===== config.mk =====
export PLATFORM = sky130hd
export DESIGN_NAME = jtag
export DESIGN_NICKNAME = d
export VERILOG_FILES = /design/src/logic/dbg_pkg.sv /design/src/logic/jtag_pkg.sv /design/src/logic/jtag.sv /design/src/logic/jtag_dr_bank.sv /design/src/logic/jtag_ir.sv /design/src/logic/jtag_bit_counter.sv /design/src/logic/jtag_tap_fsm.sv
export SDC_FILE = /design/constraint.sdc
export NUM_CORES = 1
export LEC_CHECK = 0
export BUFFER_PORTS_ARGS = -buffer_cell sky130_fd_sc_hd__buf_2
export CAP_MARGIN = 20
export CORE_ASPECT_RATIO = 1.75
export CORE_UTILIZATION = 55
export DETAILED_ROUTE_END_ITERATION = 12
export PLACE_DENSITY_LB_ADDON = 0.08
export SYNTH_ARGS = -nofsm -noshare
export SYNTH_HDL_FRONTEND = slang
export SYNTH_SLANG_ARGS = --single-unit

===== constraint.sdc =====
create_clock -name clk -period 2.45 [get_ports clk]
set_input_delay 0.49 -clock clk [delete_from_list [all_inputs] [get_ports clk]]
set_output_delay 0.49 -clock clk [all_outputs]
set_load 0.01 [all_outputs]

===== src/logic/dbg_pkg.sv =====
`default_nettype none

package dbg_pkg;

	// Controls for the CDR core, resets are active low
	typedef struct packed {
		logic        int_rstb;
		logic        cdr_rstb;
		logic        sram_rstb;
		logic        en_freq_est;
		logic [3:0]  ki;
		logic [3:0]  kp;
		logic [3:0]  ndiv_clk_cdr;
		logic [15:0] pd_offset_ext;
	} dbg_cfg_t;

	typedef struct packed {
		logic [15:0] phase_est;
		logic [15:0] freq_est;
	} dbg_stat_t;

	// All cores held in reset, default loop gains
	localparam dbg_cfg_t CFG_RESET = '{
		int_rstb:      1'b0,
		cdr_rstb:      1'b0,
		sram_rstb:     1'b0,
		en_freq_est:   1'b0,
		ki:            4'd2,
		kp:            4'd4,
		ndiv_clk_cdr:  4'd0,
		pd_offset_ext: 16'd0
	};

endpackage

`default_nettype wire


===== src/logic/jtag_pkg.sv =====
`default_nettype none

package jtag_pkg;

	localparam int IR_WIDTH  = 4;
	localparam int DR_WIDTH  = 32;
	localparam int CNT_WIDTH = 6;

	// Bit 0 set as required for an IEEE 1149.1 identifier
	localparam logic [DR_WIDTH-1:0] IDCODE_VALUE = 32'h4A2B_C0D1;

	typedef enum logic [3:0] {
		TEST_LOGIC_RESET,
		RUN_TEST_IDLE,
		SELECT_DR,
		CAPTURE_DR,
		SHIFT_DR,
		EXIT1_DR,
		PAUSE_DR,
		EXIT2_DR,
		UPDATE_DR,
		SELECT_IR,
		CAPTURE_IR,
		SHIFT_IR,
		EXIT1_IR,
		PAUSE_IR,
		EXIT2_IR,
		UPDATE_IR
	} tap_state_e;

	// Codes not listed here decode to OP_BYPASS
	typedef enum logic [IR_WIDTH-1:0] {
		OP_IDCODE  = 4'b0001,
		OP_CFG_WR  = 4'b0010,
		OP_CFG_RD  = 4'b0011,
		OP_STAT_RD = 4'b0100,
		OP_BYPASS  = 4'b1111
	} jtag_op_e;

	typedef struct packed {
		logic capture_ir;
		logic shift_ir;
		logic update_ir;
		logic capture_dr;
		logic shift_dr;
		logic update_dr;
		logic tck_fall;
		logic in_reset;
		logic shifting;
	} tap_ctrl_t;

endpackage

`default_nettype wire

===== src/logic/jtag.sv =====
`default_nettype none
`timescale 1ns/100ps

module jtag (
	input wire logic clk,
	input wire logic arst_n_i,
	input wire logic tck_i,
	input wire logic tms_i,
	input wire logic tdi_i,
	input wire logic trst_n_i,
	output logic tdo_o,
	output logic tdo_en_o,
	input wire dbg_pkg::dbg_stat_t stat_i,
	output dbg_pkg::dbg_cfg_t cfg_o
);
	jtag_pkg::tap_ctrl_t ctrl;
	jtag_pkg::jtag_op_e op;
	logic tdi_sync;
	logic scan_full_ir;
	logic scan_full_dr;
	logic ir_tdo;

	jtag_tap_fsm u_tap_fsm (
		.clk      (clk),
		.arst_n_i (arst_n_i),
		.tck_i    (tck_i),
		.tms_i    (tms_i),
		.tdi_i    (tdi_i),
		.trst_n_i (trst_n_i),
		.ctrl_o   (ctrl),
		.tdi_o    (tdi_sync)
	);

	jtag_bit_counter u_bit_counter (
		.clk       (clk),
		.arst_n_i  (arst_n_i),
		.ctrl_i    (ctrl),
		.full_ir_o (scan_full_ir),
		.full_dr_o (scan_full_dr)
	);

	jtag_ir u_ir (
		.clk      (clk),
		.arst_n_i (arst_n_i),
		.ctrl_i   (ctrl),
		.tdi_i    (tdi_sync),
		.full_i   (scan_full_ir),
		.op_o     (op),
		.tdo_o    (ir_tdo)
	);

	jtag_dr_bank u_dr_bank (
		.clk      (clk),
		.arst_n_i (arst_n_i),
		.ctrl_i   (ctrl),
		.tdi_i    (tdi_sync),
		.op_i     (op),
		.ir_tdo_i (ir_tdo),
		.full_i   (scan_full_dr),
		.stat_i   (stat_i),
		.cfg_o    (cfg_o),
		.tdo_o    (tdo_o),
		.tdo_en_o (tdo_en_o)
	);

endmodule

`default_nettype wire


===== src/logic/jtag_dr_bank.sv =====
`default_nettype none
`timescale 1ns/100ps

module jtag_dr_bank (
	input wire logic clk,
	input wire logic arst_n_i,
	input wire jtag_pkg::tap_ctrl_t ctrl_i,
	input wire logic tdi_i,
	input wire jtag_pkg::jtag_op_e op_i,
	input wire logic ir_tdo_i,
	input wire logic full_i,
	input wire dbg_pkg::dbg_stat_t stat_i,
	output dbg_pkg::dbg_cfg_t cfg_o,
	output logic tdo_o,
	output logic tdo_en_o
);
	logic [jtag_pkg::DR_WIDTH-1:0] sr_q;
	logic bypass_q;
	dbg_pkg::dbg_cfg_t cfg_q;
	logic sel_ir_q;
	logic dr_lsb;

	// Shared data shift path, bypass keeps its own single bit
	always_ff @(posedge clk) begin
		if (ctrl_i.capture_dr) begin
			bypass_q <= 1'b0;
			case (op_i)
				jtag_pkg::OP_IDCODE:  sr_q <= jtag_pkg::IDCODE_VALUE;
				jtag_pkg::OP_CFG_WR:  sr_q <= cfg_q;
				jtag_pkg::OP_CFG_RD:  sr_q <= cfg_q;
				jtag_pkg::OP_STAT_RD: sr_q <= stat_i;
				default:              sr_q <= '0;
			endcase
		end else if (ctrl_i.shift_dr) begin
			bypass_q <= tdi_i;
			sr_q <= {tdi_i, sr_q[jtag_pkg::DR_WIDTH-1:1]};
		end
	end

	// Commit only on an exact-length scan
	always_ff @(posedge clk or negedge arst_n_i) begin
		if (!arst_n_i) begin
			cfg_q <= dbg_pkg::CFG_RESET;
		end else if (ctrl_i.in_reset) begin
			cfg_q <= dbg_pkg::CFG_RESET;
		end else if (ctrl_i.update_dr && full_i && (op_i == jtag_pkg::OP_CFG_WR)) begin
			cfg_q <= dbg_pkg::dbg_cfg_t'(sr_q);
		end
	end

	assign cfg_o = cfg_q;

	// Remembers whether the last capture was IR or DR
	always_ff @(posedge clk or negedge arst_n_i) begin
		if (!arst_n_i) begin
			sel_ir_q <= 1'b0;
		end else if (ctrl_i.capture_ir) begin
			sel_ir_q <= 1'b1;
		end else if (ctrl_i.capture_dr) begin
			sel_ir_q <= 1'b0;
		end
	end

	assign dr_lsb = (op_i == jtag_pkg::OP_BYPASS) ? bypass_q : sr_q[0];

	// TDO launched on the falling edge of tck
	always_ff @(posedge clk or negedge arst_n_i) begin
		if (!arst_n_i) begin
			tdo_o <= 1'b0;
			tdo_en_o <= 1'b0;
		end else if (ctrl_i.tck_fall) begin
			tdo_en_o <= ctrl_i.shifting;
			if (ctrl_i.shifting) begin
				tdo_o <= sel_ir_q ? ir_tdo_i : dr_lsb;
			end else begin
				tdo_o <= 1'b0;
			end
		end
	end

endmodule

`default_nettype wire


===== src/logic/jtag_ir.sv =====
`default_nettype none
`timescale 1ns/100ps

module jtag_ir (
	input wire logic clk,
	input wire logic arst_n_i,
	input wire jtag_pkg::tap_ctrl_t ctrl_i,
	input wire logic tdi_i,
	input wire logic full_i,
	output jtag_pkg::jtag_op_e op_o,
	output logic tdo_o
);
	logic [jtag_pkg::IR_WIDTH-1:0] sr_q;

	function automatic jtag_pkg::jtag_op_e decode_op(input logic [jtag_pkg::IR_WIDTH-1:0] code);
		jtag_pkg::jtag_op_e op;
		case (code)
			jtag_pkg::OP_IDCODE:  op = jtag_pkg::OP_IDCODE;
			jtag_pkg::OP_CFG_WR:  op = jtag_pkg::OP_CFG_WR;
			jtag_pkg::OP_CFG_RD:  op = jtag_pkg::OP_CFG_RD;
			jtag_pkg::OP_STAT_RD: op = jtag_pkg::OP_STAT_RD;
			default:              op = jtag_pkg::OP_BYPASS;
		endcase
		return op;
	endfunction

	// Capture pattern ends in 01 per 1149.1
	always_ff @(posedge clk) begin
		if (ctrl_i.capture_ir) begin
			sr_q <= 4'b0001;
		end else if (ctrl_i.shift_ir) begin
			sr_q <= {tdi_i, sr_q[jtag_pkg::IR_WIDTH-1:1]};
		end
	end

	// Truncated IR scans keep the previous instruction
	always_ff @(posedge clk or negedge arst_n_i) begin
		if (!arst_n_i) begin
			op_o <= jtag_pkg::OP_IDCODE;
		end else if (ctrl_i.in_reset) begin
			op_o <= jtag_pkg::OP_IDCODE;
		end else if (ctrl_i.update_ir && full_i) begin
			op_o <= decode_op(sr_q);
		end
	end

	assign tdo_o = sr_q[0];

endmodule

`default_nettype wire


===== src/logic/jtag_bit_counter.sv =====
`default_nettype none
`timescale 1ns/100ps

module jtag_bit_counter (
	input wire logic clk,
	input wire logic arst_n_i,
	input wire jtag_pkg::tap_ctrl_t ctrl_i,
	output logic full_ir_o,
	output logic full_dr_o
);
	logic [jtag_pkg::CNT_WIDTH-1:0] cnt_q;
	logic clear;
	logic step;

	assign clear = ctrl_i.capture_ir || ctrl_i.capture_dr || ctrl_i.in_reset;
	assign step  = ctrl_i.shift_ir || ctrl_i.shift_dr;

	// Saturates so that overlong scans never wrap back to a valid length
	always_ff @(posedge clk or negedge arst_n_i) begin
		if (!arst_n_i) begin
			cnt_q <= '0;
		end else if (clear) begin
			cnt_q <= '0;
		end else if (step && (cnt_q != '1)) begin
			cnt_q <= cnt_q + 1'b1;
		end
	end

	assign full_ir_o = (cnt_q == jtag_pkg::CNT_WIDTH'(jtag_pkg::IR_WIDTH));
	assign full_dr_o = (cnt_q == jtag_pkg::CNT_WIDTH'(jtag_pkg::DR_WIDTH));

endmodule

`default_nettype wire


===== src/logic/jtag_tap_fsm.sv =====
`default_nettype none
`timescale 1ns/100ps

module jtag_tap_fsm (
	input wire logic clk,
	input wire logic arst_n_i,
	input wire logic tck_i,
	input wire logic tms_i,
	input wire logic tdi_i,
	input wire logic trst_n_i,
	output jtag_pkg::tap_ctrl_t ctrl_o,
	output logic tdi_o
);
	logic [2:0] tck_q;
	logic [1:0] tms_q;
	logic [1:0] tdi_q;
	logic [1:0] trst_n_q;
	logic tck_rise_q;
	logic tck_fall_q;
	jtag_pkg::tap_state_e state_q;
	jtag_pkg::tap_state_e state_d;

	// Pin synchronizers, third tck stage is edge history
	always_ff @(posedge clk or negedge arst_n_i) begin
		if (!arst_n_i) begin
			tck_q <= '0;
			tms_q <= '1;
			tdi_q <= '0;
			trst_n_q <= '0;
			tck_rise_q <= 1'b0;
			tck_fall_q <= 1'b0;
		end else begin
			tck_q <= {tck_q[1:0], tck_i};
			tms_q <= {tms_q[0], tms_i};
			tdi_q <= {tdi_q[0], tdi_i};
			trst_n_q <= {trst_n_q[0], trst_n_i};
			tck_rise_q <= tck_q[1] & ~tck_q[2];
			tck_fall_q <= ~tck_q[1] & tck_q[2];
		end
	end

	always_comb begin
		state_d = state_q;
		unique case (state_q)
			jtag_pkg::TEST_LOGIC_RESET: state_d = tms_q[1] ? jtag_pkg::TEST_LOGIC_RESET : jtag_pkg::RUN_TEST_IDLE;
			jtag_pkg::RUN_TEST_IDLE:    state_d = tms_q[1] ? jtag_pkg::SELECT_DR : jtag_pkg::RUN_TEST_IDLE;
			jtag_pkg::SELECT_DR:        state_d = tms_q[1] ? jtag_pkg::SELECT_IR : jtag_pkg::CAPTURE_DR;
			jtag_pkg::CAPTURE_DR:       state_d = tms_q[1] ? jtag_pkg::EXIT1_DR : jtag_pkg::SHIFT_DR;
			jtag_pkg::SHIFT_DR:         state_d = tms_q[1] ? jtag_pkg::EXIT1_DR : jtag_pkg::SHIFT_DR;
			jtag_pkg::EXIT1_DR:         state_d = tms_q[1] ? jtag_pkg::UPDATE_DR : jtag_pkg::PAUSE_DR;
			jtag_pkg::PAUSE_DR:         state_d = tms_q[1] ? jtag_pkg::EXIT2_DR : jtag_pkg::PAUSE_DR;
			jtag_pkg::EXIT2_DR:         state_d = tms_q[1] ? jtag_pkg::UPDATE_DR : jtag_pkg::SHIFT_DR;
			jtag_pkg::UPDATE_DR:        state_d = tms_q[1] ? jtag_pkg::SELECT_DR : jtag_pkg::RUN_TEST_IDLE;
			jtag_pkg::SELECT_IR:        state_d = tms_q[1] ? jtag_pkg::TEST_LOGIC_RESET : jtag_pkg::CAPTURE_IR;
			jtag_pkg::CAPTURE_IR:       state_d = tms_q[1] ? jtag_pkg::EXIT1_IR : jtag_pkg::SHIFT_IR;
			jtag_pkg::SHIFT_IR:         state_d = tms_q[1] ? jtag_pkg::EXIT1_IR : jtag_pkg::SHIFT_IR;
			jtag_pkg::EXIT1_IR:         state_d = tms_q[1] ? jtag_pkg::UPDATE_IR : jtag_pkg::PAUSE_IR;
			jtag_pkg::PAUSE_IR:         state_d = tms_q[1] ? jtag_pkg::EXIT2_IR : jtag_pkg::PAUSE_IR;
			jtag_pkg::EXIT2_IR:         state_d = tms_q[1] ? jtag_pkg::UPDATE_IR : jtag_pkg::SHIFT_IR;
			jtag_pkg::UPDATE_IR:        state_d = tms_q[1] ? jtag_pkg::SELECT_DR : jtag_pkg::RUN_TEST_IDLE;
			default:                    state_d = jtag_pkg::TEST_LOGIC_RESET;
		endcase
	end

	// TRST overrides any tck activity
	always_ff @(posedge clk or negedge arst_n_i) begin
		if (!arst_n_i) begin
			state_q <= jtag_pkg::TEST_LOGIC_RESET;
		end else if (!trst_n_q[1]) begin
			state_q <= jtag_pkg::TEST_LOGIC_RESET;
		end else if (tck_rise_q) begin
			state_q <= state_d;
		end
	end

	always_comb begin
		ctrl_o.capture_ir = tck_rise_q && (state_q == jtag_pkg::CAPTURE_IR);
		ctrl_o.shift_ir   = tck_rise_q && (state_q == jtag_pkg::SHIFT_IR);
		ctrl_o.update_ir  = tck_rise_q && (state_q == jtag_pkg::UPDATE_IR);
		ctrl_o.capture_dr = tck_rise_q && (state_q == jtag_pkg::CAPTURE_DR);
		ctrl_o.shift_dr   = tck_rise_q && (state_q == jtag_pkg::SHIFT_DR);
		ctrl_o.update_dr  = tck_rise_q && (state_q == jtag_pkg::UPDATE_DR);
		ctrl_o.tck_fall   = tck_fall_q;
		ctrl_o.in_reset   = (state_q == jtag_pkg::TEST_LOGIC_RESET);
		ctrl_o.shifting   = (state_q == jtag_pkg::SHIFT_IR) || (state_q == jtag_pkg::SHIFT_DR);
	end

	assign tdi_o = tdi_q[1];

endmodule

`default_nettype wire


### Word level (Yosys, flattened, before mapping)

Index checks and enable logic that the tools add are counted.
W data, S select, Z words.

* register bits: 97
* input port bits: 38

* bitwise logic cells: 4
* equal/unequal tests: 28
* reduce and logical (&&, ||, !) cells: 24
* multiplexer cells: 30
* $add $sub $neg: 1

Operator list (count)
* $mux W32: 4
* $pmux W32 S3: 1
* $pmux W4 S12: 1
* $eq A4 B4 Y1 const B: 9
* $mux W4: 8
* $eq A4 B2 Y1 const B: 6
* $eq A4 B3 Y1 const B: 6
* $pmux W4 S4: 1
* $eq A4 B1 Y1 const B: 3
* $mux W6: 2
* $logic_and A1 B1 Y1: 10
* $reduce_bool A2 Y1: 5
* $mux W1: 8
* $add A6 B1 Y6 const B: 1
* $eq A6 B3 Y1 const B: 1
* $eq A6 B6 Y1 const B: 1
* $mux W2: 3
* $mux W3: 2
* $ne A6 B6 Y1 const B: 1
* $reduce_or A2 Y1: 3
* $logic_not A4 Y1: 1
* $logic_or A1 B1 Y1: 4
* $reduce_or A3 Y1: 1
* $and A1 B1 Y1: 2
* other kinds (2): 3

### Longest topological paths before layout

Gate-level depths: netlist of the first run.

* depth in word-level cells: 6
* depth in mapped cells: 8
* depth with buffers taken out: 6

### By module

From an unflattened synthesis of the first run, not the netlist that was laid out.

* cell total of the unflattened synthesis: 461
* area total of the unflattened synthesis: 4754.6 um^2

By module, submodules not included
* jtag_dr_bank: area each 3338.2 um^2, seq. area each 1859.3 um^2, instances 1, cells an instance 311
* jtag_tap_fsm: area each 693.2 um^2, seq. area each 377.9 um^2, instances 1, cells an instance 72
* jtag_bit_counter: area each 375.4 um^2, seq. area each 150.1 um^2, instances 1, cells an instance 43
* jtag_ir: area each 347.8 um^2, seq. area each 181.4 um^2, instances 1, cells an instance 35

### Least setup slack after synthesis of the first run

OpenSTA, ideal clock, no wires.

* path type: register to register
* start: register u_tap_fsm.state_q[3]
* end: register u_dr_bank.sr_q[0] in the netlist's numbering, enable pin
* stages on the path, launching flop included: 5
* buffers on the path: 1
* slack: 0.340 ns
* arrival time: 1.720 ns
* library setup time: 0.389 ns
* cell sequence: dfrtp_1 nor2_1 nand4_1 clkbuf_1 nand2_1

* longest elaborated chain between the ends: 3
* elaborated cells on any way between the ends: 5
* classes of those cells: 2 x eq/ne; 3 x reduce/logical

Ends and longest elaborated chain
* start: declaration: RTL line jtag_tap_fsm.sv:20 `jtag_pkg::tap_state_e state_q;`
* start signal: assignment: RTL line jtag_tap_fsm.sv:68 `state_q <= jtag_pkg::TEST_LOGIC_RESET;`
* start signal: assignment: RTL line jtag_tap_fsm.sv:70 `state_q <= jtag_pkg::TEST_LOGIC_RESET;`
* start signal: assignment: RTL line jtag_tap_fsm.sv:72 `state_q <= state_d;`
* $eq A4 B3 Y1 / $eq A4 B2 Y1 (equally long branches): RTL line jtag_tap_fsm.sv:81, jtag_tap_fsm.sv:80
* $logic_and A1 B1 Y1 (on tied branches): RTL line jtag_tap_fsm.sv:81, jtag_tap_fsm.sv:80
* $reduce_bool A2 Y1 (no line) *
* end signal: assignment: RTL line jtag_dr_bank.sv:30 `jtag_pkg::OP_CFG_RD: sr_q <= cfg_q;`
* end signal: assignment: RTL line jtag_dr_bank.sv:31 `jtag_pkg::OP_STAT_RD: sr_q <= stat_i;`
* end signal: assignment: RTL line jtag_dr_bank.sv:36 `sr_q <= {tdi_i, sr_q[jtag_pkg::DR_WIDTH-1:1]};`
* end: declaration: RTL line jtag_dr_bank.sv:17 `logic [jtag_pkg::DR_WIDTH-1:0] sr_q;`

Mark *: on every way between the ends. The rest lies on a longest branch, timed or not.
A chain may end at the register's enable or synchronous reset.

### Final worst setup path of the first run

* start: register u_ir.op_o[2]
* end: register u_dr_bank.sr_q[29] in the netlist's numbering, data pin

* longest elaborated chain between the ends: 4
* elaborated cells on any way between the ends: 7
* classes of those cells: 4 x eq/ne; 2 x mux; 1 x reduce/logical

Ends and longest elaborated chain
* start: declaration: RTL line jtag_ir.sv:10 `output jtag_pkg::jtag_op_e op_o,`
* start signal: assignment: RTL line jtag_ir.sv:39 `op_o <= jtag_pkg::OP_IDCODE;`
* start signal: assignment: RTL line jtag_ir.sv:41 `op_o <= jtag_pkg::OP_IDCODE;`
* start signal: assignment: RTL line jtag_ir.sv:43 `op_o <= decode_op(sr_q);`
* $eq A4 B2 Y1: RTL line jtag_dr_bank.sv:27 `case (op_i)`
* $reduce_or A2 Y1 (no line)
* $pmux W32 S3 *: RTL line jtag_dr_bank.sv:27
* $mux W32 *: RTL line jtag_dr_bank.sv:25 `if (ctrl_i.capture_dr) begin`
* end signal: assignment: RTL line jtag_dr_bank.sv:28 `jtag_pkg::OP_IDCODE: sr_q <= jtag_pkg::IDCODE_VALUE;`
* end signal: assignment: RTL line jtag_dr_bank.sv:29 `jtag_pkg::OP_CFG_WR: sr_q <= cfg_q;`
* end signal: assignment: RTL line jtag_dr_bank.sv:30

Marks and branches as above.

==> implementation parameters, run 1 <==
Parameter                              Value

Clock network
  Number of buffers inserted to repair setup after CTS ... 0
  Number of hold-repair buffers added at the cts stage ... 0
  TritonCTS clock tree ... built
  Post-CTS Resized ... 0
  # clock sinks ... 97
  Clock transition at the registers of the reported paths ... 0.06 ns
  Maximum clock path buffer count ... 2
  Max H-tree Level ... 3
  Worst skew pair latency ... 0.34 ns
  CTS Buf Count ... 9
  Clock Root Buffer ... sky130_fd_sc_hd__clkbuf_16

Pwr
  Total power ... 3075 uW
  Leakage power ... 0.002267 uW
  Highest ir drop seen on vdd ... 0.3515 mV
  PwrDens ... 573.3 nW/um2

Synthesis
  Main synth FF type ... sky130_fd_sc_hd__dfrtp_1
  Post-synthesis sequential area ratio ... 0.5526
  Post-Syn Nets ... 521
  Share of synthesized flip-flops with an asynchronous set or reset ... 0.6186
  Number of enable-type register cells in the synthesized netlist ... 32
  Number of synthesized register bits ... 97
  Mapped Area ... 4648 um2
  Post-synth cell types ... 59
  Mean post-synth cell area ... 9.664 um2
  Synthesized instance count ... 481
  Number of warnings issued by yosys ... 0

Route
  Total Routed Length ... 10.97 mm
  Iteration-0 DRC count of the detailed router ... 303
  DR WL/cell ... 17.22 um
  Remaining design rule violation count ... 0
  Via density per instance ... 5.926
  Count of vias placed by the detailed router ... 3775
  Number of nets with antenna violations after routing ... 0
  Number of iterations in the first detailed-routing pass ... 4

Critical path
  Worst R2R Path Depth ... 5
  Crit Path Class ... reg -> reg
  Worst Path Max Fanout ... 15
  Critical path endpoint category ... flop
  Critical Path Stages ... 5
  Delay-heaviest family, CP ... simple AND/OR/NAND/NOR gates
  Buf/Inv on CP ... 1
  Worst path required time ... 2.62 ns
  Type of element launching the critical path ... flop
  Critical-path cell with the highest stage delay ... sky130_fd_sc_hd__dfrtp_1
  Slack of the worst reg-to-reg path ... 0.49 ns
  Largest stage delay on the critical path ... 0.43 ns
  Data arrival, critical path ... 2.14 ns
  Ordered cell list for the critical path ... and2b_1 -> nor3b_2 -> buf_4 -> a22oi_1 -> o21ai_0

Final layout
  Post-route design area ... 5364 um2
  NumNets Final ... 580
  Top library cells by usage in the layout, fill and taps aside ... sky130_fd_sc_hd__nand2_1 (111), sky130_fd_sc_hd__o21ai_0 (79), sky130_fd_sc_hd__buf_2 (71)
  Antenna cell count ... 0
  Synth-to-layout area growth ... 15.40%
  Commonest non-fill, non-tap cell in the layout ... sky130_fd_sc_hd__nand2_1
  Filler cells ... 708
  Fin util ... 0.6495
  Layout cells sized above 1 ... 0.2147

Global routing
  Number of antenna violations at the first check in global routing ... 0
  Via count of the first global-routing pass ... 3556
  Pin count of the biggest net entering global routing ... 65
  GR Util All Layers ... 0.2673
  First-pass GRT wire length ... 17.69 mm
  Leftover overflow at the end of global routing ... 0

STA
  Number of endpoints failing setup at the final stage ... 0
  Tightest Pin Transition ... 0.5527 ns
  Setup repair after global routing missed its margin ... no
  Total Neg Setup Slack ... 0 ns
  Worst max-slew margin expressed relative to the limit ... 0.6315
  Fin crit share ... 0.8009
  Min cycle time layout ... 1.962 ns
  Number of max-slew violations in the final report ... 0
  Largest clock skew in the final design ... 0.004857 ns
  Endpoints failing hold ... 0
  Maximum operating frequency ... 509.7 MHz

Min path
  Worst min path class ... in -> async

Floorplan
  Placement Rows ... 44
  Standard cell core area ... 8258 um2
  Count of pins on the block boundary ... 72
  Vert. Die Dim ... 123.6 um
  Starting density of the core ... 0.5629
  Total Die Area ... 8838 um2
  Die width ... 71.50 um

Placement
  Number of port buffers ... 71
  Hpwl dp ... 7.561 mm
  Cell Area, Placed ... 5097 um2
  Routability cong. ... 0.8253

Outcome
  Run status ... completed

Run
  Number of maximum-capacitance violations ... 0
## metrics by stage
step           hold WS [ns]  worst slack [ns]  cells
6_report             0.1314            0.4879    637
5_1_grt              0.1758            0.2622    637
3_5_place_dp         0.3379            0.5002    621
4_1_cts              0.1408            0.4850    637
3_3_place_gp         0.3353            0.6024    621
2_1_floorplan        0.1944            0.3401    481
## metal layers
| metal | part of all wire | GRT usage |
|---|---|---|
| met4 | 0.023 | 0.1176 |
| met2 | 0.54 | 0.4744 |
| met3 | 0.037 | 0.04531 |
| met5 | 0 | 0 |
| met1 | 0.40 | 0.3172 |
## registers in the layout, indices dropped and copies added, names as in the netlist
name,flops
u_tap_fsm.tck_q,3
u_dr_bank.sel_ir_q,1
u_tap_fsm.tck_rise_q,1
u_tap_fsm.trst_n_q,2
u_tap_fsm.tck_fall_q,1
u_tap_fsm.state_q,4
u_dr_bank.tdo_en_o,1
u_dr_bank.cfg_o,32
u_tap_fsm.tms_q,2
u_ir.op_o,4
u_dr_bank.tdo_o,1
u_tap_fsm.tdi_q,2
u_bit_counter.cnt_q,6
u_ir.sr_q,4
u_dr_bank.bypass_q,1
u_dr_bank.sr_q,32
## where the power goes
part	leakage, uW	internal [uW]	total [uW]	switching, uW
sequential	0.00113	1680	1690	10.1
combinational	0.00101	37.4	98.1	60.7
clock	0.000127	712	1290	578
total	0.00227	2430	3080	649
## worst paths after layout
check / start / endpoint
setup / recovery: u_ir.op_o[2] / u_dr_bank.sr_q[29]
hold / removal: arst_n_i / u_dr_bank.cfg_o[3]
setup reg to reg: u_ir.op_o[2] / u_dr_bank.sr_q[29]
hold reg to reg: u_tap_fsm.tdi_q[0] / u_tap_fsm.tdi_q[1]
max in group asynchronous: arst_n_i / u_tap_fsm.tms_q[0]
min in group clk: tms_i / u_tap_fsm.tms_q[0]
## Yosys cell counts (9+ instances only)
library cell                count  share of area
sky130_fd_sc_hd__a21oi_1       18          0.019
sky130_fd_sc_hd__a22oi_1       20          0.032
sky130_fd_sc_hd__a2bb2oi_1     13          0.024
sky130_fd_sc_hd__buf_2         13          0.014
sky130_fd_sc_hd__clkbuf_1      22          0.018
sky130_fd_sc_hd__dfrtp_1       55           0.30
sky130_fd_sc_hd__edfxtp_1      32           0.21
sky130_fd_sc_hd__inv_1          9         0.0073
sky130_fd_sc_hd__nand2_1      111          0.090
sky130_fd_sc_hd__nand3_1        9         0.0097
sky130_fd_sc_hd__nor2_1        10         0.0081
sky130_fd_sc_hd__nor2b_1       10          0.013
sky130_fd_sc_hd__o21ai_0       79          0.085
## kinds of logic (layout without fill, tap and decap cells)
logic type,count (synthesis),after routing,synth area share
compound gates,164,164,0.2194
xor+xnor,5,5,0.009421
fa+ha+maj,2,2,0.005383
buf+inv,47,111,0.04549
flops,97,97,0.5526
mux,1,1,0.002154
simple gates,165,165,0.1655
## worst register-to-register path, cell delays in order (launching register included)
cell	delay [ns]
sky130_fd_sc_hd__dfrtp_1	0.43
sky130_fd_sc_hd__and2b_1	0.42
sky130_fd_sc_hd__nor3b_2	0.39
sky130_fd_sc_hd__buf_4	0.29
sky130_fd_sc_hd__a22oi_1	0.10
sky130_fd_sc_hd__o21ai_0	0.17
## layout make-up
class / count / area (um2) / share of cell area
clock inverter: 3 / 16.27 / 0.003032
multi-input combinational: 337 / 1874 / 0.3494
clock buffer: 13 / 250.2 / 0.04665
timing repair buffer: 86 / 505.5 / 0.09424
inverter: 9 / 33.78 / 0.006298
tap: 92 / 115.1 / 0.02146
sequential: 97 / 2569 / 0.4789
(Power assumes the default switching activity.)
==> inputs of run 2 (changes only) <==
==> constraint.sdc (replaced) <==
create_clock -name clk -period 1.94 [get_ports clk]
set_input_delay 0.388 -clock clk [delete_from_list [all_inputs] [get_ports clk]]
set_output_delay 0.388 -clock clk [all_outputs]
set_load 0.01 [all_outputs]
==> run 2 against run 1 <==
Register-to-register slack got worse by 0.39 ns. Setup slack got worse by 0.39 ns. Maximum frequency increased by 6.7%. Worst hold slack lost 0.077 ns. Utilization is 1.8 points higher. Die area stayed put. Count of clock-buffer cells in the layout is 2 lower. Flip-flop and latch count is the same. Global-route usage increased by 0.11 points.
==> implementation parameters, run 2 (synthesized netlist as in run 1, its figures left out) <==
Parameter                              Value

Critical path
  Crit Reg-Reg Endpoint ... u_dr_bank.cfg_o[7]
  Startpoint of the most critical setup path ... u_tap_fsm.state_q[1]
  Source of the worst register-to-register timing path ... u_tap_fsm.state_q[1]
  Type of element launching the critical path ... flop
  Largest stage delay on the critical path ... 0.65 ns
  Worst R2R Path Depth ... 4
  Crit Path Class ... reg -> reg
  Slack of the worst reg-to-reg path ... 0.10 ns
  Worst Path Max Fanout ... 33
  Data arrival, critical path ... 2.05 ns
  Critical-path cell with the highest stage delay ... sky130_fd_sc_hd__or4_1
  Critical path endpoint category ... flop
  Ordered cell list for the critical path ... or4_1 -> buf_4 -> nand2_1 -> o21ai_0
  Critical path destination ... u_dr_bank.cfg_o[7]
  Worst path required time ... 2.15 ns

Placement
  Number of port buffers ... 71
  Routability cong. ... 0.8035
  Hpwl dp ... 7.696 mm
  Setup Slack @ Placement ... -0.01354 ns

STA
  Endpoints failing hold ... 0
  Tightest Pin Transition ... 0.5686 ns
  Final Hold Slack ... 0.05479 ns
  Largest clock skew in the final design ... 0.008007 ns
  Min cycle time layout ... 1.839 ns
  Maximum operating frequency ... 543.8 MHz
  Setup repair after global routing missed its margin ... yes
  Total Neg Setup Slack ... 0 ns
  Fin crit share ... 0.9480
  Number of max-slew violations in the final report ... 0
  Worst max-slew margin expressed relative to the limit ... 0.6192
  Number of endpoints failing setup at the final stage ... 0
  Final setup slack of the worst path ... 0.1009 ns

Final layout
  NumNets Final ... 590
  Synth-to-layout area growth ... 18.65%
  Commonest non-fill, non-tap cell in the layout ... sky130_fd_sc_hd__nand2_1
  Antenna cell count ... 0
  Top library cells by usage in the layout, fill and taps aside ... sky130_fd_sc_hd__nand2_1 (110), sky130_fd_sc_hd__o21ai_0 (79), sky130_fd_sc_hd__buf_2 (71)
  Layout cells sized above 1 ... 0.2414

Floorplan
  Starting density of the core ... 0.5629
  Vert. Die Dim ... 123.6 um
  Standard cell core area ... 8258 um2
  Placement Rows ... 44
  Die width ... 71.50 um
  Count of pins on the block boundary ... 72
  Total Die Area ... 8838 um2

Route
  Via density per instance ... 5.934
  Total Routed Length ... 11.21 mm
  Number of iterations in the first detailed-routing pass ... 6
  Remaining design rule violation count ... 0
  DR WL/cell ... 17.32 um
  Number of nets with antenna violations after routing ... 0
  Iteration-0 DRC count of the detailed router ... 276
  Count of vias placed by the detailed router ... 3839

Pwr
  Internal cell power ... 3165 uW
  Power share of the clock group ... 0.436
  Net Sw Power ... 836.0 uW
  PwrDens ... 725.5 nW/um2
  Reg power frac ... 0.533
  Leakage power ... 0.002339 uW
  Switching part of the total power ... 0.2089
  Combinational share of power ... 0.031
  Highest ir drop seen on vdd ... 0.4221 mV

Global routing
  Pin count of the biggest net entering global routing ... 65
  First-pass GRT wire length ... 18.11 mm
  GR Util All Layers ... 0.2684
  Via count of the first global-routing pass ... 3788
  Number of antenna violations at the first check in global routing ... 0
  Leftover overflow at the end of global routing ... 0

Run
  Number of maximum-capacitance violations ... 0

Clock network
  CTS Buf Count ... 9
  Maximum clock path buffer count ... 2
  TritonCTS clock tree ... built
  Clock Root Buffer ... sky130_fd_sc_hd__clkbuf_16
  Worst skew pair latency ... 0.34 ns
  Clock transition at the registers of the reported paths ... 0.07 ns
  Number of hold-repair buffers added at the cts stage ... 0
  # clock sinks ... 97
  Max H-tree Level ... 3

Min path
  Worst min path class ... in -> async

Outcome
  Run status ... completed
==> run 2: cell type report <==
type	instances	area, um2
flip-flops and latches	97	2570
multi-input cells	337	1898
repair buffers	96	609.3
clock buffers	11	232.7
well taps	92	115.1
clock inverters	5	56.30
fillers	678	2743
inverters	9	33.78
==> run 2: worst max-delay path, delay by kind of cell (launching register included) <==
family	cells	cell delay (ns)
AND/OR/NAND/NOR	2	0.77
flip-flops	1	0.55
buffers and inverters	1	0.29
AO/OA/AOI/OAI	1	0.09
==> run 2: through the flow <==
stage               power [uW]  utilization  cells  area [um2]
floorplan                 2210            -    481        4651
finish                    4001       0.6679    647        5515
global route              4124       0.6679    647        5515
detailed placement        2297       0.6302    631        5204
CTS                       4039       0.6656    647        5497
global placement          2296       0.6288    630        5192
==> run 2: repair_timing <==
action | CTS | global route
endpoints found under the setup margin | 5 | 50
resized for setup | 1 | 5
pin swaps | 1 | 0
buffers inserted | 0 | 0
hold endpoints to repair | 0 | 0
==> run 2: how the worst min path moves through the flow <==
stage,from,to,cells past startpoint
3_5_place_dp,u_tap_fsm.tdi_q[0],u_tap_fsm.tdi_q[1],0
5_1_grt,arst_n_i,u_dr_bank.cfg_o[21],2
6_report,arst_n_i,u_dr_bank.cfg_o[21],2
2_1_floorplan,arst_n_i,u_bit_counter.cnt_q[0],0
4_1_cts,arst_n_i,u_dr_bank.cfg_o[19],2
3_3_place_gp,u_tap_fsm.tdi_q[0],u_tap_fsm.tdi_q[1],0
==> run 2: per-layer routing <==
layer | up-vias | share of wire | wire [um] | GRT usage
li1 | 1861 | - | - | -
met1 | 1824 | 0.39 | 4318 | 0.3116
met2 | 128 | 0.54 | 6076 | 0.4875
met3 | 26 | 0.041 | 464 | 0.04531
met4 | 0 | 0.031 | 348 | 0.1115
met5 | - | 0 | 0 | 0
==> run 2: power by group through the flow <==
stage                     combinational (uW)  sequential [uW]  clock, uW
after CTS                                127             2130       1780
final                                    125             2130       1750
after global placement                   125             2170          0
after global routing                     139             2130       1850
after floorplan                         47.6             2160          0
after detailed placement                 126             2170          0
==> inputs of run 3 (changes only) <==
--- a/config.mk
+++ b/config.mk
@@ -5,11 +5,13 @@
 export SDC_FILE = /design/constraint.sdc
 export NUM_CORES = 1
 export LEC_CHECK = 0
+export ABC_CLOCK_PERIOD_IN_PS = 1940
 export BUFFER_PORTS_ARGS = -buffer_cell sky130_fd_sc_hd__buf_2
 export CAP_MARGIN = 20
 export CORE_ASPECT_RATIO = 1.75
 export CORE_UTILIZATION = 55
 export DETAILED_ROUTE_END_ITERATION = 12
+export MAX_ROUTING_LAYER = met4
 export PLACE_DENSITY_LB_ADDON = 0.08
 export SYNTH_ARGS = -nofsm -noshare
 export SYNTH_HDL_FRONTEND = slang
==> constraint.sdc (replaced) <==
create_clock -name clk -period 1.94 [get_ports clk]
set_input_delay 0.582 -clock clk [delete_from_list [all_inputs] [get_ports clk]]
set_output_delay 0.582 -clock clk [all_outputs]
set_load 0.01 [all_outputs]
==> run 3 against run 2 <==
Via count increased by 1.3%. Flip-flop and latch count is the same. Sequential share of layout area fell by 0.22 points. Clock skew decreased by 0.0014 ns. Die area unchanged. Critical path type unchanged. Largest cell class unchanged. Highest routed layer unchanged.
==> implementation parameters, run 3 (synthesized netlist as in run 1, its figures left out) <==
Parameter                              Value

Floorplan
  Total Die Area ... 8838 um2
  Count of pins on the block boundary ... 72
  Starting density of the core ... 0.5629
  Die width ... 71.50 um
  Vert. Die Dim ... 123.6 um
  Standard cell core area ... 8258 um2
  Placement Rows ... 44

STA
  Largest clock skew in the final design ... 0.006645 ns
  Maximum operating frequency ... 561.2 MHz
  Fin crit share ... 0.9184
  Number of endpoints failing setup at the final stage ... 0
  Min cycle time layout ... 1.782 ns
  Worst max-slew margin expressed relative to the limit ... 0.6049
  Setup repair after global routing missed its margin ... no
  Tightest Pin Transition ... 0.5900 ns
  Number of max-slew violations in the final report ... 0
  Final setup slack of the worst path ... 0.1582 ns
  Endpoints failing hold ... 0

Global routing
  Leftover overflow at the end of global routing ... 0
  Via count of the first global-routing pass ... 3780
  Pin count of the biggest net entering global routing ... 65
  Number of antenna violations at the first check in global routing ... 0
  GR Util All Layers ... 0.2797
  First-pass GRT wire length ... 18.17 mm

Clock network
  CTS Buf Count ... 9
  Number of hold-repair buffers added at the cts stage ... 0
  Clock Root Buffer ... sky130_fd_sc_hd__clkbuf_16
  Worst skew pair latency ... 0.34 ns
  Number of buffers inserted to repair setup after CTS ... 0
  # clock sinks ... 97
  TritonCTS clock tree ... built
  Max H-tree Level ... 3
  Clock transition at the registers of the reported paths ... 0.06 ns
  Maximum clock path buffer count ... 2

Route
  Count of vias placed by the detailed router ... 3889
  Remaining design rule violation count ... 0
  DR WL/cell ... 17.62 um
  Iteration-0 DRC count of the detailed router ... 327
  Total Routed Length ... 11.42 mm
  Number of nets with antenna violations after routing ... 0
  Via density per instance ... 6.002
  Number of iterations in the first detailed-routing pass ... 5

Final layout
  Antenna cell count ... 0
  Synth-to-layout area growth ... 19.22%
  Layout cells sized above 1 ... 0.2428
  NumNets Final ... 591
  Filler cells ... 678
  Post-route non-filler standard cell count ... 648
  Commonest non-fill, non-tap cell in the layout ... sky130_fd_sc_hd__nand2_1
  Top library cells by usage in the layout, fill and taps aside ... sky130_fd_sc_hd__nand2_1 (110), sky130_fd_sc_hd__o21ai_0 (79), sky130_fd_sc_hd__buf_2 (71)

Critical path
  Critical path endpoint category ... flop
  Type of element launching the critical path ... flop
  Crit Path Class ... reg -> reg
  Worst path required time ... 1.99 ns
  Data arrival, critical path ... 1.83 ns
  Worst Path Max Fanout ... 18

Pwr
  PwrDens ... 722.0 nW/um2
  Leakage power ... 0.002353 uW
  Highest ir drop seen on vdd ... 0.5353 mV
  Total power ... 4001 uW

Outcome
  Run status ... completed

Run
  Number of maximum-capacitance violations ... 0

Placement
  Number of port buffers ... 71
  Setup Slack @ Placement ... -0.03563 ns
  Routability cong. ... 0.8088
  Placed Cells ... 631
  Hpwl dp ... 7.691 mm

Min path
  Worst min path class ... in -> async
run 3: cell types whose count changed in the layout (fill, tap and decap cells not counted):
cell / before / now
sky130_fd_sc_hd__nor4bb_4: 0 / 1
sky130_fd_sc_hd__clkbuf_1: 2 / 1
sky130_fd_sc_hd__clkinvlp_4: 1 / 2
sky130_fd_sc_hd__nor4bb_2: 1 / 0
sky130_fd_sc_hd__clkbuf_16: 9 / 10
sky130_fd_sc_hd__nor3b_4: 1 / 0
sky130_fd_sc_hd__clkinv_4: 1 / 0
sky130_fd_sc_hd__nor3b_2: 1 / 2
sky130_fd_sc_hd__clkinv_1: 0 / 1
run 3: layout make-up:
cell class,instances,area (um2),share of cell area
sequential,97,2570,0.4638
multi-input combinational,337,1901,0.3430
clock inverter,6,58.81,0.01061
clock buffer,10,229.0,0.04132
tap,92,115.1,0.02077
timing repair buffer,97,634.4,0.1145
inverter,9,33.78,0.006096
run 3: metal layers:
| layer | wire length, um | vias to the layer above | GRT usage |
|---|---|---|---|
| met1 | 4544 | 1887 | 0.3089 |
| met5 | 0 | - | - |
| met3 | 478 | 17 | 0.05583 |
| met2 | 6117 | 118 | 0.4917 |
| li1 | - | 1867 | - |
| met4 | 278 | 0 | 0.1164 |
run 3: final timing paths:
| kind | to | cells past startpoint | from | slack (ns) |
|---|---|---|---|---|
| worst max-delay path | u_dr_bank.sr_q[6] | 5 | u_tap_fsm.state_q[0] | 0.16 |
| worst min-delay path | u_dr_bank.cfg_o[17] | 2 | arst_n_i | 0.24 |
| worst max register to register | u_dr_bank.sr_q[6] | 5 | u_tap_fsm.state_q[0] | 0.16 |
| worst min register to register | u_tap_fsm.tdi_q[1] | 0 | u_tap_fsm.tdi_q[0] | 0.35 |
| max in group asynchronous | u_tap_fsm.tms_q[0] | 2 | arst_n_i | 1.37 |
| min in group clk | u_tap_fsm.tms_q[0] | 1 | tms_i | 0.34 |
run 3: where the power goes:
part / switching [uW] / internal (uW)
registers: 15.5 / 2120
clock network: 754 / 991
logic: 73.1 / 50.9
run 3: critical path, cell delays in order (launching register included):
cell	delay, ns
sky130_fd_sc_hd__dfrtp_1	0.52
sky130_fd_sc_hd__nor4b_4	0.36
sky130_fd_sc_hd__buf_4	0.17
sky130_fd_sc_hd__nand2_1	0.08
sky130_fd_sc_hd__nand2_2	0.16
sky130_fd_sc_hd__buf_12	0.18
run 3: repair_timing:
item	in CTS	in global routing
pin swaps	0	0
gates resized for setup	1	5
gates cloned	0	1
endpoints found under the hold margin	0	0
endpoints found under the setup margin	3	46
run 3: stage by stage:
step | util | cell area, um2 | hold slack [ns] | setup TNS (ns)
floorplan | - | 4651 | 0.2864 | 0
global placement | 0.6288 | 5192 | 0.3350 | -0.8543
detailed placement | 0.6302 | 5204 | 0.3434 | -0.05360
CTS | 0.6653 | 5494 | 0.2544 | 0
global route | 0.6711 | 5542 | 0.2653 | 0
finish | 0.6711 | 5542 | 0.2375 | 0
